### config.mk
export PLATFORM = sky130hd
export DESIGN_NAME = lcd_video_top
export DESIGN_NICKNAME = d
export VERILOG_FILES = /design/src/logic/lcd_video_pkg.sv /design/src/logic/raster_timer.sv /design/src/logic/lcd_cell_scaler.sv /design/src/logic/segment_addr_map.sv /design/src/logic/segment_ram.sv /design/src/logic/segment_write_ctrl.sv /design/src/logic/lcd_shader.sv /design/src/logic/lcd_video_top.sv
export SDC_FILE = /design/constraint.sdc
export NUM_CORES = 1
export LEC_CHECK = 0
export BUFFER_PORTS_ARGS = -buffer_cell sky130_fd_sc_hd__buf_2
export CORE_ASPECT_RATIO = 1.1
export CORE_MARGIN = 3
export CORE_UTILIZATION = 41
export CTS_CLUSTER_SIZE = 12
export DETAILED_ROUTE_END_ITERATION = 10
export GPL_ROUTABILITY_DRIVEN = 0
export SLEW_MARGIN = 20
export SYNTH_ARGS = -nofsm -noshare
export SYNTH_HDL_FRONTEND = slang
export SYNTH_SLANG_ARGS = --single-unit
### constraint.sdc
create_clock -name clk -period 6 [get_ports clk]
set_input_delay 0.9 -clock clk [delete_from_list [all_inputs] [get_ports clk]]
set_output_delay 0.9 -clock clk [all_outputs]
set_load 0.03 [all_outputs]
### src/logic/lcd_video_pkg.sv
package lcd_video_pkg;

  typedef logic [9:0] coord_t;
  typedef logic [7:0] seg_addr_t;
  typedef logic [3:0] seg_nibble_t;
  typedef logic [23:0] rgb_t;
  typedef logic [4:0] cell_col_t;
  typedef logic [3:0] cell_row_t;

  // frame geometry, same count horizontally and vertically
  localparam coord_t LINE_TOTAL = 10'd739;
  localparam coord_t ACTIVE_SIZE = 10'd720;
  localparam coord_t SYNC_POS = 10'd725;
  localparam coord_t VSYNC_COL = 10'd720;

  // top left corner of the LCD window on the panel
  localparam coord_t WIN_X0 = 10'd8;
  localparam coord_t WIN_Y0 = 10'd184;

  localparam int LCD_COLS = 32;
  localparam int LCD_ROWS = 16;

  // rows 8 to 15 live in the second bank
  localparam seg_addr_t BANK_OFFSET = 8'h50;

  localparam rgb_t BEZEL_RGB = 24'hE1E6A3;
  localparam rgb_t LIT_RGB = 24'h0A0A0A;
  localparam rgb_t UNLIT_RGB = 24'hA7C9D9;

endpackage

### src/logic/raster_timer.sv
`timescale 1ns/1ps

module raster_timer import lcd_video_pkg::*; #(
  parameter int CELL_SIZE = 22
) (
  input  logic   clk,
  input  logic   reset,
  output coord_t x,
  output coord_t y,
  output coord_t nx,
  output coord_t ny,
  output logic   hsync,
  output logic   vsync,
  output logic   active,
  output logic   in_window,
  output logic   next_in_window,
  output logic   line_start
);

  // right and bottom window edges, exclusive
  localparam coord_t WIN_X1 = coord_t'(WIN_X0 + LCD_COLS * CELL_SIZE);
  localparam coord_t WIN_Y1 = coord_t'(WIN_Y0 + LCD_ROWS * CELL_SIZE);

  function automatic logic inside_window(coord_t cx, coord_t cy);
    return (cx >= WIN_X0) && (cx < WIN_X1) && (cy >= WIN_Y0) && (cy < WIN_Y1);
  endfunction

  // lookahead position, one column ahead of x/y
  always_comb begin
    nx = x + 10'd1;
    ny = y;
    if (x == LINE_TOTAL - 10'd1) begin
      nx = '0;
      ny = (y == LINE_TOTAL - 10'd1) ? '0 : y + 10'd1;
    end
  end

  always_ff @(posedge clk) begin
    if (reset) begin
      x <= '0;
      y <= '0;
    end else begin
      x <= nx;
      y <= ny;
    end
  end

  assign hsync = (x == SYNC_POS);
  assign vsync = (x == VSYNC_COL) && (y == SYNC_POS);
  assign active = (x < ACTIVE_SIZE) && (y < ACTIVE_SIZE);
  assign in_window = inside_window(x, y);
  assign next_in_window = inside_window(nx, ny);
  assign line_start = (nx == '0);

endmodule

### src/logic/lcd_cell_scaler.sv
`timescale 1ns/1ps

module lcd_cell_scaler import lcd_video_pkg::*; #(
  parameter int CELL_SIZE = 22
) (
  input  logic      clk,
  input  logic      reset,
  input  coord_t    nx,
  input  coord_t    ny,
  input  logic      next_in_window,
  input  logic      line_start,
  output cell_col_t col,
  output cell_row_t row
);

  localparam int SUB_W = $clog2(CELL_SIZE + 1);
  localparam logic [SUB_W-1:0] SUB_LAST = SUB_W'(CELL_SIZE - 1);

  // pixel index inside the current cell, horizontally and vertically
  logic [SUB_W-1:0] sub_x;
  logic [SUB_W-1:0] sub_y;

  logic frame_start;
  logic first_win_col;

  assign frame_start = line_start && (ny == '0);
  assign first_win_col = next_in_window && (nx == WIN_X0);

  // counters park on the last cell so the first window pixel wraps to cell 0
  always_ff @(posedge clk) begin
    if (reset || frame_start) begin
      sub_x <= SUB_LAST;
      col   <= cell_col_t'(LCD_COLS - 1);
      sub_y <= SUB_LAST;
      row   <= cell_row_t'(LCD_ROWS - 1);
    end else if (line_start) begin
      sub_x <= SUB_LAST;
      col   <= cell_col_t'(LCD_COLS - 1);
    end else if (next_in_window) begin
      if (sub_x == SUB_LAST) begin
        sub_x <= '0;
        col   <= (col == cell_col_t'(LCD_COLS - 1)) ? '0 : col + 5'd1;
      end else begin
        sub_x <= sub_x + 1'b1;
      end
      // a new window line may start a new LCD row
      if (first_win_col) begin
        if (sub_y == SUB_LAST) begin
          sub_y <= '0;
          row   <= (row == cell_row_t'(LCD_ROWS - 1)) ? '0 : row + 4'd1;
        end else begin
          sub_y <= sub_y + 1'b1;
        end
      end
    end
  end

endmodule

### src/logic/segment_addr_map.sv
`timescale 1ns/1ps

module segment_addr_map import lcd_video_pkg::*; (
  input  logic       clk,
  input  logic       reset,
  input  cell_col_t  col,
  input  cell_row_t  row,
  output seg_addr_t  rd_addr,
  output logic [1:0] bit_sel
);

  logic [1:0] bit_sel_q;
  seg_addr_t  addr_next;

  // panel column wiring, 40 segment drivers
  function automatic logic [5:0] column_wire(logic [5:0] c);
    case (c)
      6'd0, 6'd1, 6'd2, 6'd3, 6'd4, 6'd5, 6'd6, 6'd7: return c;
      6'd8, 6'd9, 6'd10, 6'd11, 6'd12, 6'd13, 6'd14, 6'd15: return c + 6'd1;
      // third and fourth groups run backwards
      6'd16, 6'd17, 6'd18, 6'd19, 6'd20, 6'd21, 6'd22, 6'd23: return 6'd52 - c;
      6'd24, 6'd25, 6'd26, 6'd27, 6'd28, 6'd29, 6'd30, 6'd31: return 6'd51 - c;
      6'd32: return 6'd8;
      6'd33: return 6'd17;
      6'd34: return 6'd18;
      6'd35: return 6'd19;
      6'd36: return 6'd28;
      6'd37: return 6'd37;
      6'd38: return 6'd38;
      6'd39: return 6'd39;
      default: return 6'd0;
    endcase
  endfunction

  // two words per column, low bit picks rows 0-3 or 4-7
  always_comb begin
    addr_next = {1'b0, column_wire({1'b0, col}), row[2]};
    if (row[3]) begin
      addr_next = addr_next + BANK_OFFSET;
    end
  end

  always_ff @(posedge clk) begin
    if (reset) begin
      rd_addr   <= '0;
      bit_sel_q <= '0;
      bit_sel   <= '0;
    end else begin
      rd_addr   <= addr_next;
      bit_sel_q <= row[1:0];
      // second stage lines up with the memory read data
      bit_sel   <= bit_sel_q;
    end
  end

endmodule

### src/logic/segment_ram.sv
`timescale 1ns/1ps

module segment_ram import lcd_video_pkg::*; (
  input  logic        clk,
  input  logic        we,
  input  seg_addr_t   waddr,
  input  seg_nibble_t wdata,
  input  seg_addr_t   raddr,
  output seg_nibble_t rdata
);

  seg_nibble_t mem [256];

  always_ff @(posedge clk) begin
    if (we) begin
      mem[waddr] <= wdata;
    end
  end

  // same-address collision returns the previous word
  always_ff @(posedge clk) begin
    rdata <= mem[raddr];
  end

endmodule

### src/logic/segment_write_ctrl.sv
`timescale 1ns/1ps

module segment_write_ctrl import lcd_video_pkg::*; (
  input  logic        clk,
  input  logic        reset,
  input  logic        wr_req,
  input  seg_addr_t   wr_addr,
  input  seg_nibble_t wr_data,
  output logic        wr_ack,
  output logic        ram_we,
  output seg_addr_t   ram_waddr,
  output seg_nibble_t ram_wdata
);

  typedef enum logic [1:0] {
    ST_IDLE,
    ST_WRITE,
    ST_ACK
  } state_t;

  state_t state;

  always_ff @(posedge clk) begin
    if (reset) begin
      state <= ST_IDLE;
    end else begin
      case (state)
        ST_IDLE:  if (wr_req) state <= ST_WRITE;
        ST_WRITE: state <= ST_ACK;
        // hold the ack until the host lets go of the request
        ST_ACK:   if (!wr_req) state <= ST_IDLE;
        default:  state <= ST_IDLE;
      endcase
    end
  end

  // capture address and data as the request is accepted
  always_ff @(posedge clk) begin
    if (state == ST_IDLE && wr_req) begin
      ram_waddr <= wr_addr;
      ram_wdata <= wr_data;
    end
  end

  assign ram_we = (state == ST_WRITE);
  assign wr_ack = (state == ST_ACK);

endmodule

### src/logic/lcd_shader.sv
`timescale 1ns/1ps

module lcd_shader import lcd_video_pkg::*; (
  input  logic        clk,
  input  logic        reset,
  input  seg_nibble_t rd_data,
  input  logic [1:0]  bit_sel,
  input  logic        in_window,
  input  logic        active,
  input  logic        hsync_in,
  input  logic        vsync_in,
  output rgb_t        rgb,
  output logic        hsync,
  output logic        vsync,
  output logic        de
);

  // raster flags wait two cycles for the address and memory stages
  logic [3:0] flags_d1;
  logic [3:0] flags_d2;

  always_ff @(posedge clk) begin
    if (reset) begin
      flags_d1 <= '0;
      flags_d2 <= '0;
      rgb      <= BEZEL_RGB;
      hsync    <= 1'b0;
      vsync    <= 1'b0;
      de       <= 1'b0;
    end else begin
      flags_d1 <= {in_window, active, hsync_in, vsync_in};
      flags_d2 <= flags_d1;
      if (!flags_d2[3]) begin
        rgb <= BEZEL_RGB;
      end else begin
        rgb <= rd_data[bit_sel] ? LIT_RGB : UNLIT_RGB;
      end
      de    <= flags_d2[2];
      hsync <= flags_d2[1];
      vsync <= flags_d2[0];
    end
  end

endmodule

### src/logic/lcd_video_top.sv
`timescale 1ns/1ps

module lcd_video_top import lcd_video_pkg::*; #(
  parameter int CELL_SIZE = 22
) (
  input  logic        clk,
  input  logic        reset,
  input  logic        wr_req,
  input  seg_addr_t   wr_addr,
  input  seg_nibble_t wr_data,
  output logic        wr_ack,
  output rgb_t        rgb,
  output logic        hsync,
  output logic        vsync,
  output logic        de
);

  coord_t      nx;
  coord_t      ny;
  logic        raw_hsync;
  logic        raw_vsync;
  logic        active;
  logic        in_window;
  logic        next_in_window;
  logic        line_start;
  cell_col_t   col;
  cell_row_t   row;
  seg_addr_t   rd_addr;
  logic [1:0]  bit_sel;
  seg_nibble_t rd_data;
  logic        ram_we;
  seg_addr_t   ram_waddr;
  seg_nibble_t ram_wdata;

  // current x/y are not needed past the timer, the flags carry the position
  raster_timer #(.CELL_SIZE(CELL_SIZE)) u_timer (
    .clk(clk), .reset(reset), .x(), .y(), .nx(nx), .ny(ny),
    .hsync(raw_hsync), .vsync(raw_vsync), .active(active), .in_window(in_window),
    .next_in_window(next_in_window), .line_start(line_start)
  );

  lcd_cell_scaler #(.CELL_SIZE(CELL_SIZE)) u_scaler (
    .clk(clk), .reset(reset), .nx(nx), .ny(ny), .next_in_window(next_in_window),
    .line_start(line_start), .col(col), .row(row)
  );

  segment_addr_map u_map (
    .clk(clk), .reset(reset), .col(col), .row(row), .rd_addr(rd_addr), .bit_sel(bit_sel)
  );

  segment_ram u_ram (
    .clk(clk), .we(ram_we), .waddr(ram_waddr), .wdata(ram_wdata),
    .raddr(rd_addr), .rdata(rd_data)
  );

  segment_write_ctrl u_wr_ctrl (
    .clk(clk), .reset(reset), .wr_req(wr_req), .wr_addr(wr_addr), .wr_data(wr_data),
    .wr_ack(wr_ack), .ram_we(ram_we), .ram_waddr(ram_waddr), .ram_wdata(ram_wdata)
  );

  lcd_shader u_shader (
    .clk(clk), .reset(reset), .rd_data(rd_data), .bit_sel(bit_sel),
    .in_window(in_window), .active(active), .hsync_in(raw_hsync), .vsync_in(raw_vsync),
    .rgb(rgb), .hsync(hsync), .vsync(vsync), .de(de)
  );

endmodule

# [Word level (Yosys, flattened, before mapping)]
# Memory sizes are Yosys's and may differ from the RTL's. A register that Yosys moved wholly into a read port is not among the register bits.
# Index checks and enable logic that the tools add are counted.
# Widths: inputs -> output; s select.
[word_totals] mem_bits_rw=1024 memories=1 ff_bits=100 elab_cells=132
[mem_list] memory="u_ram.mem" words=256 width=4 rd=1 rd_ports_with_merged_regs=1 wr=1 line_no="segment_ram.sv:12" text="seg_nibble_t mem [256];"
[classes] n_eq_ne=44 mux=17 magnitude_cmp=11 reduce_logical=27 n_addsub=10 bitwise=3
[op_table] operator="$eq 5x5->1 const B" n=18
[op_table] operator="$lt 10x10->1 const B" n=6
[op_table] operator="$eq 10x10->1 const B" n=5
[op_table] operator="$eq 5x4->1 const B" n=8
[op_table] operator="$reduce_or 8->1" n=4
[op_table] operator="$mux 10" n=3
[op_table] operator="$mux 24" n=1
[op_table] operator="$pmux 6 s4" n=1
[op_table] operator="$add 10x1->10 const B" n=2
[op_table] operator="$eq 5x3->1 const B" n=4
[op_table] operator="$ge 10x4->1 const B" n=2
[op_table] operator="$ge 10x8->1 const B" n=2
[op_table] operator="$logic_not 10->1" n=2
[op_table] operator="$add 5x1->5 const B" n=3
[op_table] operator="$mux 5" n=3
[op_table] operator="$sub 6x5->6 const A" n=2
[op_table] operator="$logic_and 1x1->1" n=11
[op_table] operator="$eq 10x4->1 const B" n=1
[op_table] operator="$eq 5x2->1 const B" n=2
[op_table] operator="$add 7x7->8 const B" n=1
[op_table] operator="$mux 7" n=1
[op_table] operator="$add 5x1->6 const B" n=1
[op_table] operator="$pmux 2 s3" n=1
[op_table] operator="$reduce_or 2->1" n=3
[op_table] operator="other kinds (18)" n=25

# [Logic depth before layout (Yosys ltp)]
# Gate-level depths: netlist of the first run.
[depth] ltp_word=8 ltp_mapped=13 ltp_nobuf=13

# [Hierarchy]
# A second synthesis of the first run with hierarchy kept.
[hier_totals] cells_unflattened=2526 area_unflattened_um2=45144.5
[modules_own_cells] module="segment_ram" area_per_inst_um2=40675.3 cells_per_inst=2051 n_inst=1
[modules_own_cells] module="raster_timer" area_per_inst_um2=1511.4 cells_per_inst=193 n_inst=1
[modules_own_cells] module="lcd_cell_scaler" area_per_inst_um2=1008.5 cells_per_inst=109 n_inst=1
[modules_own_cells] module="segment_addr_map" area_per_inst_um2=885.8 cells_per_inst=96 n_inst=1
[modules_own_cells] module="lcd_shader" area_per_inst_um2=605.6 cells_per_inst=55 n_inst=1
[modules_own_cells] module="segment_write_ctrl" area_per_inst_um2=457.9 cells_per_inst=22 n_inst=1

# [Worst setup path before layout of the first run]
# No wires, ideal clock.
[synth_timing] path_type="reg2reg" from="register u_wr_ctrl.ram_wdata[0]" to="memory u_ram.mem[0][0] (netlist bit), data pin" arrival_time_ns=3.228 setup_time_ns=0.817 path_slack_ns=1.954 period_less_slack_ns=4.046 stages_incl_launch_ff=1 cell_sequence="edfxtp_1"
[synth_lines] element="from (decl)" line_no="segment_write_ctrl.sv:12" text="output seg_nibble_t ram_wdata"
[synth_lines] element="from (signal assigned)" line_no="segment_write_ctrl.sv:41" text="ram_wdata <= wr_data;"
[synth_lines] element="to (decl)" line_no="segment_ram.sv:12"
# Straight into the memory's write port.

==> flow_metrics.env, run 1 <==
export IMPL_die_w_um=321
export IMPL_routed_wl_um=103000
export IMPL_yosys_most_used_dff="edfxtp_1"
export IMPL_antenna_left=0
export IMPL_std_cell_rows=126
export IMPL_start_util_pct=41.5
export IMPL_core_area_um2=108000
export IMPL_dieArea_um2=113000
export IMPL_cts_hold_buffers=0
export IMPL_peakVddDrop_mv=0.199
export IMPL_hold_violations=0
export IMPL_yosysTopAreaCell="edfxtp_1"
export IMPL_ys_types=75
export IMPL_mostFrequentLayoutCell="edfxtp_1"
export IMPL_crit_type="reg -> reg"
export IMPL_area_growth_pct=11.1
export IMPL_path_clk_slew_ns=0.06
export IMPL_synth_warnings=0
export IMPL_synth_simple_gate_area_share_pct=5.44
export IMPL_worst_slew_pin_slew_ns=1.69
export IMPL_max_slew_margin_rel_pct=-12.8
export IMPL_worstPathRequired_ns=6.55
export IMPL_grt_usage_pct=18.2
export IMPL_clock_sinks=1110
export IMPL_cts_root_buf="clkbuf_16"
export IMPL_dr_first_iter_drc_count=2420
export IMPL_slew_violations=95
export IMPL_yosys_mux_area_fraction_pct=16.2
export IMPL_crit_reg2reg_launch="u_map.rd_addr[0]"
export IMPL_grt_setup_unrepaired="no"
export IMPL_status="finished, violations left"
export IMPL_yosysTopAreaCellShare_pct=69.6
export IMPL_regArea_um2=32600
export IMPL_synthXorXnorAreaFrac_pct=0.294
export IMPL_remaining_drc_errors=0
export IMPL_cts_max_path_buffers=3
export IMPL_numCtsBuffers=111
export IMPL_powerDensity_nw_per_um2=309
export IMPL_setup_viol=0
export IMPL_finalNetCount=2423
export IMPL_synth_area_um2=44700
export IMPL_fin_crit_ns=3.70
export IMPL_r2r_cells=7
export IMPL_antenna_found_initial=3
export IMPL_ys_seq_area_share_pct=72.9
export IMPL_setup_worst_path_start="u_map.rd_addr[0]"
export IMPL_syn_inst=2360
export IMPL_detailroute_via_count=22500
export IMPL_grt_pass1_wl_um=155000
export IMPL_synth_area_top_cells="edfxtp_1, mux4_2, dfxtp_1, nor2_1, clkbuf_1"
export IMPL_leakage_uw=0.0150
export IMPL_first_pass_iters=6
export IMPL_fin_skew_ns=0.0274
export IMPL_hold_path_class="in -> reg"
export IMPL_fp_dieH_um=352
export IMPL_cts_tree="yes"
export IMPL_synth_edf_count=1036
export IMPL_synth_compound_area_share_pct=2.58
export IMPL_grt_pass1_vias=23700
export IMPL_synth_area_per_cell_um2=18.9
export IMPL_overflow=0
export IMPL_synth_top_family_by_area="multiplexers"
export IMPL_wl_per_cell_um=26.6
export IMPL_violations="max-slew violations"
export IMPL_vias_per_cell=5.82
export IMPL_hold_depth=1
export IMPL_dpl_hpwl_um=63100
export IMPL_drive_above_1_share_pct=22.9
export IMPL_ys_ff_latch=1110
export IMPL_power_total_uw=15400
export IMPL_ios=43
export IMPL_post_cts_buffers=0
export IMPL_async_flop_share_pct=0
export IMPL_crit_arrival_ns=4.25
export IMPL_nFillCells=8989
export IMPL_fin_tns_setup_ns=0
export IMPL_max_freq_mhz=271
export IMPL_htree_levels=3
export IMPL_fin_ws_ns=2.30
export IMPL_hold_path_startpoint="wr_data[2]"
export IMPL_multi_input_area_um2=11300
export IMPL_portBuffers=39
export IMPL_cap_violations=0
export IMPL_cp_max_fo=38
export IMPL_synth_adder_area_share_pct=0.616
export IMPL_clk_latency_ns=0.68
export IMPL_dp_slack_ns=2.28
export IMPL_cts_resized=0
export IMPL_end_kind="register"
export IMPL_period_share_pct=61.6
export IMPL_final_cell_mix="edfxtp_1, mux4_2, nor2_1"
export IMPL_cp_start_kind="register"
export IMPL_grt_max_degree=211
critical path, stage by stage, from the launching register on:
cell and delay, ns:
dfxtp_4 0.77, buf_12 0.37, mux4_2 0.60, mux4_2 0.52, a22o_1 0.29, a221oi_1 0.27
nor3_1 0.18, or4_1 0.51
power by group:
part	switching, µW	internal [µW]	total, µW
registers	43.8	8500	8550
logic	336	178	514
clock network	2810	3500	6310
sequential cells by signal, indices dropped and copies added, names as in the netlist, 5 cells and up:
| name | cells |
|---|---|
| u_map.rd_addr | 8 |
| u_ram.mem | 1024 |
| u_scaler.col | 5 |
| u_scaler.sub_x | 5 |
| u_scaler.sub_y | 5 |
| u_shader.rgb | 6 |
| u_timer.x | 10 |
| u_timer.y | 10 |
| u_wr_ctrl.ram_waddr | 8 |
per-stage QoR:
stage          hold WS, ns  instance area (µm²)  util, %  instances
2_1_floorplan        0.414                44700        -       2362
3_3_place_gp         0.436                46400     43.0       3680
3_5_place_dp         0.433                46400     43.0       3680
4_1_cts              0.350                49600     46.0       3868
5_1_grt              0.371                49700     46.1       3869
6_report             0.395                49700     46.1       3870
synth_stat cells (all sizes together), types with 11 or more instances:
cell type	n
nand4	23
nand3	43
buf	77
o21ai	29
nor3	23
edfxtp	1036
a22oi	25
nor2	306
clkbuf	94
nand2	42
mux4	321
nor2b	28
dfxtp	74
xnor2	11
inv	25
a21oi	34
ha	22
final cells by class:
class | count | share of cell area (%)
flip-flops and latches | 1110 | 65.6
inverters | 25 | 0.189
repair buffers | 82 | 1.32
multi-input cells | 1056 | 22.7
diodes | 1 | 0.00504
well taps | 1408 | 3.55
clock buffers | 152 | 6.09
clock inverters | 36 | 0.464
logic make-up after synthesis:
group                      count (synthesis)
xor gates and xnor gates                  15
adders and majority gates                 22
muxes                                    323
AOI/OAI and AO/OA                        166
and+or+nand+nor                          527
DFF                                     1110
other                                      1
buffers and inverters                    196
worst paths after layout:
path | endpoint | slack, ns
setup reg to reg | u_ram.rdata[3] | 2.30
hold / removal | u_wr_ctrl.ram_wdata[2] | 0.40
setup / recovery | u_ram.rdata[3] | 2.30
hold reg to reg | u_shader.flags_d2[2] | 0.44
layer usage:
| layer | wire length [µm] | global-route usage, % |
|---|---|---|
| met5 | 0 | 0 |
| met4 | 2360 | 5.04 |
| met3 | 6250 | 2.94 |
| met2 | 52900 | 31.4 |
| met1 | 41400 | 24.1 |
Power figures use the tool's default switching activity.
==> inputs of run 2 (changes only) <==
Clock period 6 ns to 3.4 ns, I/O delays scaled along.
==> run 2 against run 1 <==
The flow still finishes with violations (max-slew violations). Power grew 80%. Final cell count grew 1.7%. Global-route usage grew 0.17 points. First-iteration DRC count shrank 5.7%. Register-to-register slack lost 2.2 ns. Critical endpoint is now u_ram.rdata[1].
==> flow_metrics.env, run 2 (synthesis gave the netlist of run 1 again) <==
export IMPL_period_share_pct=96.1
export IMPL_reg2reg_slack_ns=0.13
export IMPL_final_cell_mix="edfxtp_1, mux4_2, nor2_1"
export IMPL_first_pass_iters=7
export IMPL_clock_sinks=1110
export IMPL_powerDensity_nw_per_um2=546
export IMPL_cp_start_kind="register"
export IMPL_fin_crit_ns=3.27
export IMPL_vias_per_cell=5.80
export IMPL_slowest_delay_ns=0.55
export IMPL_top_register="u_ram.mem"
export IMPL_grt_usage_pct=18.4
export IMPL_slew_violations=40
export IMPL_critical_path_cell_chain="buf_12, buf_16, buf_16, mux4_2, mux4_2, a22oi_1, a21oi_1, or4_1"
export IMPL_core_area_um2=108000
export IMPL_antenna_left=0
export IMPL_status="finished, violations left"
export IMPL_largestRegisters="u_ram.mem (1024), u_timer.x (10), u_timer.y (10)"
export IMPL_clk_latency_ns=0.69
export IMPL_cts_root_buf="clkbuf_16"
export IMPL_portBuffers=39
export IMPL_end_kind="register"
export IMPL_dieArea_um2=113000
export IMPL_crit_arrival_ns=3.83
export IMPL_worstPathRequired_ns=3.96
export IMPL_grt_pass1_vias=23800
export IMPL_routed_wl_um=103000
export IMPL_detailroute_via_count=22800
export IMPL_grt_max_degree=197
export IMPL_fp_dieH_um=352
export IMPL_drive_above_1_share_pct=24.9
export IMPL_cts_tree="yes"
export IMPL_grt_pass1_wl_um=156000
export IMPL_path_clk_slew_ns=0.06
export IMPL_setup_viol=0
export IMPL_ios=43
export IMPL_violations="max-slew violations"
export IMPL_fin_util_pct=46.9
export IMPL_overflow=0
export IMPL_cts_max_path_buffers=3
export IMPL_fin_skew_ns=0.0358
export IMPL_holdWs_ns=0.0947
export IMPL_cp_max_fo=24
export IMPL_wl_per_cell_um=26.2
export IMPL_peakVddDrop_mv=0.458
export IMPL_die_w_um=321
export IMPL_dpl_hpwl_um=65200
export IMPL_largest_reg_flops=1024
export IMPL_htree_levels=3
export IMPL_nFillCells=8926
export IMPL_diodes=0
export IMPL_crit_type="reg -> reg"
export IMPL_numCtsBuffers=112
export IMPL_max_freq_mhz=306
export IMPL_cap_violations=0
export IMPL_hold_path_class="in -> reg"
export IMPL_remaining_drc_errors=0
export IMPL_finalNetCount=2492
export IMPL_std_cell_rows=126
export IMPL_hold_violations=0
export IMPL_area_growth_pct=13.1
export IMPL_max_slew_margin_rel_pct=-3.13
export IMPL_slowest_stage="mux4_2"
export IMPL_start_util_pct=41.5
export IMPL_worst_slew_pin_slew_ns=1.55
export IMPL_antenna_found_initial=1
export IMPL_dr_first_iter_drc_count=2283
export IMPL_leakage_uw=0.0154
export IMPL_post_cts_buffers=0
export IMPL_mostFrequentLayoutCell="edfxtp_1"
run 2: metal layers:
metal | track usage (%) | routed length [µm] | share of wire [%] | up-vias
met1 | 24.7 | 41700 | 40 | 12100
met5 | 0 | 0 | 0 | -
met2 | 31.6 | 52800 | 51 | 858
li1 | - | - | - | 9726
met3 | 2.39 | 6150 | 6.0 | 167
met4 | 5.42 | 2550 | 2.5 | 0
run 2: cell type report:
cell class              instances  area (µm²)  share of cell area, %
repair buffers                150        1410                   2.79
inverters                      25        93.8                  0.185
clock buffers                 153        3070                   6.06
well taps                    1408        1760                   3.48
flip-flops and latches       1110       32600                   64.5
multi-input cells            1056       11300                   22.3
clock inverters                34         355                  0.702
run 2: final timing paths:
check                            start              endpoint  depth (start not counted)
hold reg to reg   u_shader.flags_d1[2]  u_shader.flags_d2[2]                          1
setup / recovery      u_map.rd_addr[0]        u_ram.rdata[1]                          8
hold / removal                  wr_req    u_wr_ctrl.state[1]                          3
setup reg to reg      u_map.rd_addr[0]        u_ram.rdata[1]                          8
run 2: worst max-delay path: cells and delay by family, from the launching register on:
family	cells	cell delay, ns
and+or+nand+nor	1	0.45
DFF	1	0.45
AOI/OAI and AO/OA	2	0.51
buffers and inverters	3	0.67
muxes	2	1.03
run 2: power by group:
group	leakage [µW]	switching, µW	internal [µW]
Combinational	0.00384	627	375
Sequential	0.00992	57.4	15000
Clock	0.00166	4940	6640
run 2: stage by stage:
| step | TNS (ns) | instances | setup WS, ns | power, µW | cell area [µm²] |
|---|---|---|---|---|---|
| floorplan | -661.22 | 2362 | -0.646 | 16000 | 44700 |
| global placement | 0 | 3737 | 0.0697 | 16300 | 47000 |
| detailed placement | 0 | 3737 | 0.102 | 16400 | 47000 |
| CTS | 0 | 3936 | 0.0864 | 27900 | 50500 |
| global route | -0.0734 | 3936 | -0.0724 | 28500 | 50600 |
| finish | 0 | 3936 | 0.131 | 27600 | 50600 |
run 2: what timing repair did:
action | CTS | global route
gates resized for setup | 0 | 11
hold buffers | 12 | 0
setup endpoints to repair | 0 | 11
hold endpoints to repair | 12 | 0
==> inputs of run 3 (changes only) <==
Settings changed: BUFFER_PORTS_ARGS -buffer_cell sky130_fd_sc_hd__buf_2 to not set, DONT_BUFFER_PORTS set to 1.
==> run 3 against run 2 <==
The run now ends clean. Critical path depth is the same. Sequential power about the same. Highest routed layer unchanged. Largest power group unchanged. Sequential cell count unchanged. Global-route usage about the same. Hold slack worse by 0.042 ns. Die area stayed put. Clock power shrank 6%. Critical path type unchanged. Non-clock buffer count fell by 22.
==> flow_metrics.env, run 3 (synthesis gave the netlist of run 1 again) <==
export IMPL_cap_violations=0
export IMPL_numCtsBuffers=109
export IMPL_hold_path_startpoint="reset"
export IMPL_first_pass_iters=5
export IMPL_grt_usage_pct=18.4
export IMPL_fin_crit_ns=3.29
export IMPL_largestRegisters="u_ram.mem (1024), u_timer.x (10), u_timer.y (10)"
export IMPL_crit_type="reg -> reg"
export IMPL_slew_violations=0
export IMPL_grt_setup_unrepaired="no"
export IMPL_finalNetCount=2467
export IMPL_mostFrequentLayoutCell="edfxtp_1"
export IMPL_post_cts_buffers=0
export IMPL_cts_max_path_buffers=3
export IMPL_ios=43
export IMPL_worstPathRequired_ns=3.94
export IMPL_setup_worst_path_start="u_map.rd_addr[0]"
export IMPL_path_clk_slew_ns=0.06
export IMPL_p_sw_share_pct=20.5
export IMPL_crit_arrival_ns=3.83
export IMPL_status="completed"
export IMPL_fin_tns_setup_ns=0
export IMPL_cp_max_fo=23
export IMPL_hold_depth=2
export IMPL_end_kind="register"
export IMPL_grt_pass1_vias=23700
export IMPL_power_frac_seq_pct=55.7
export IMPL_setup_viol=0
export IMPL_dp_slack_ns=0.0143
export IMPL_portBuffers=0
export IMPL_powerDensity_nw_per_um2=536
export IMPL_peakVddDrop_mv=0.398
export IMPL_vias_per_cell=5.80
export IMPL_dieArea_um2=113000
export IMPL_detailroute_via_count=22600
export IMPL_dpl_hpwl_um=65800
export IMPL_fp_dieH_um=352
export IMPL_drive_above_1_share_pct=23.8
export IMPL_htree_levels=3
export IMPL_fin_util_pct=46.7
export IMPL_grt_pass1_wl_um=156000
export IMPL_remaining_drc_errors=0
export IMPL_overflow=0
export IMPL_fin_skew_ns=0.0268
export IMPL_final_cell_mix="edfxtp_1, mux4_2, nor2_1"
export IMPL_p_sw_uw=5540
export IMPL_regArea_um2=32600
export IMPL_cts_root_buf="clkbuf_16"
export IMPL_hold_path_class="in -> reg"
export IMPL_worst_slew_pin_slew_ns=1.22
export IMPL_die_w_um=321
export IMPL_crit_reg2reg_launch="u_map.rd_addr[0]"
export IMPL_std_cell_rows=126
export IMPL_cts_tree="yes"
export IMPL_dr_first_iter_drc_count=2521
export IMPL_reg2reg_slack_ns=0.11
export IMPL_antenna_left=0
export IMPL_area_growth_pct=12.6
export IMPL_clk_latency_ns=0.68
export IMPL_top_register="u_ram.mem"
export IMPL_wl_per_cell_um=26.4
export IMPL_routed_wl_um=103000
export IMPL_start_util_pct=41.5
export IMPL_grt_max_degree=107
export IMPL_combPwrFrac_pct=3.8
export IMPL_period_share_pct=96.8
export IMPL_max_freq_mhz=304
export IMPL_leakage_uw=0.0153
export IMPL_core_area_um2=108000
export IMPL_clock_power_share_pct=40.5
export IMPL_clock_sinks=1110
export IMPL_max_slew_margin_rel_pct=18.7
export IMPL_cp_start_kind="register"
export IMPL_antenna_found_initial=3
export IMPL_largest_reg_flops=1024
export IMPL_multi_input_area_um2=11300
export IMPL_nFillCells=8926
export IMPL_r2r_cells=8
export IMPL_p_int_uw=21500
export IMPL_fin_ws_ns=0.109
export IMPL_hold_violations=0
-- run 3: cell count changes in the layout (fill, tap and decap cells not counted), moves of 3 or more --
cell,change
buf_12,+10
a22oi_1,-3
a22oi_2,+3
clkbuf_8,-3
diode_2,+3
buf_4,+6
buf_2,-39
clkbuf_16,-6
inv_6,+3
-- run 3: stage by stage --
step           power [µW]  instance area, µm²  std cells  hold WS [ns]
6_report            27000               50400       3902        0.0531
3_3_place_gp        16300               47000       3711         0.426
2_1_floorplan       16000               44700       2362         0.414
5_1_grt             27900               50400       3900        0.0223
3_5_place_dp        16400               47000       3712         0.429
4_1_cts             27300               50300       3899       0.00135
-- run 3: cell type report --
cell class | instances | area share [%]
Multi-Input combinational cell | 1056 | 22.4
Antenna cell | 3 | 0.0149
Timing Repair Buffer | 128 | 2.89
Tap cell | 1408 | 3.50
Clock buffer | 140 | 5.67
Inverter | 25 | 0.186
Clock inverter | 32 | 0.569
Sequential cell | 1110 | 64.7
-- run 3: final timing paths --
path	end
max	u_ram.rdata[2]
min	u_shader.flags_d1[3]
max reg2reg	u_ram.rdata[2]
min reg2reg	u_shader.flags_d2[1]
-- run 3: power by group through the flow --
| stage | registers [µW] | clock network (µW) | logic [µW] |
|---|---|---|---|
| after detailed placement | 15300 | 0 | 1010 |
| after CTS | 15100 | 11200 | 1040 |
| after global routing | 15100 | 11700 | 1100 |
| final | 15100 | 10900 | 1020 |
| after floorplan | 15500 | 0 | 505 |
| after global placement | 15400 | 0 | 980 |
-- run 3: layer usage --
layer	up-vias	track usage [%]	part of all wire (%)
met3	165	3.05	6.2
li1	9654	-	-
met1	12000	24.9	41
met4	0	5.11	2.5
met5	-	0	0
met2	829	30.9	50
-- run 3: worst max-delay path, cell delays in order, from the launching register on --
cell,delay [ns]
dfxtp_4,0.37
buf_12,0.23
buf_12,0.23
buf_12,0.21
mux4_2,0.53
mux4_2,0.51
a22oi_1,0.34
a21oi_1,0.17
or4_1,0.52
-- run 3: timing repair --
item	in CTS	in global routing
hold buffers	15	0
resized for setup	0	8
endpoints found under the setup margin	0	7
endpoints found under the hold margin	53	0
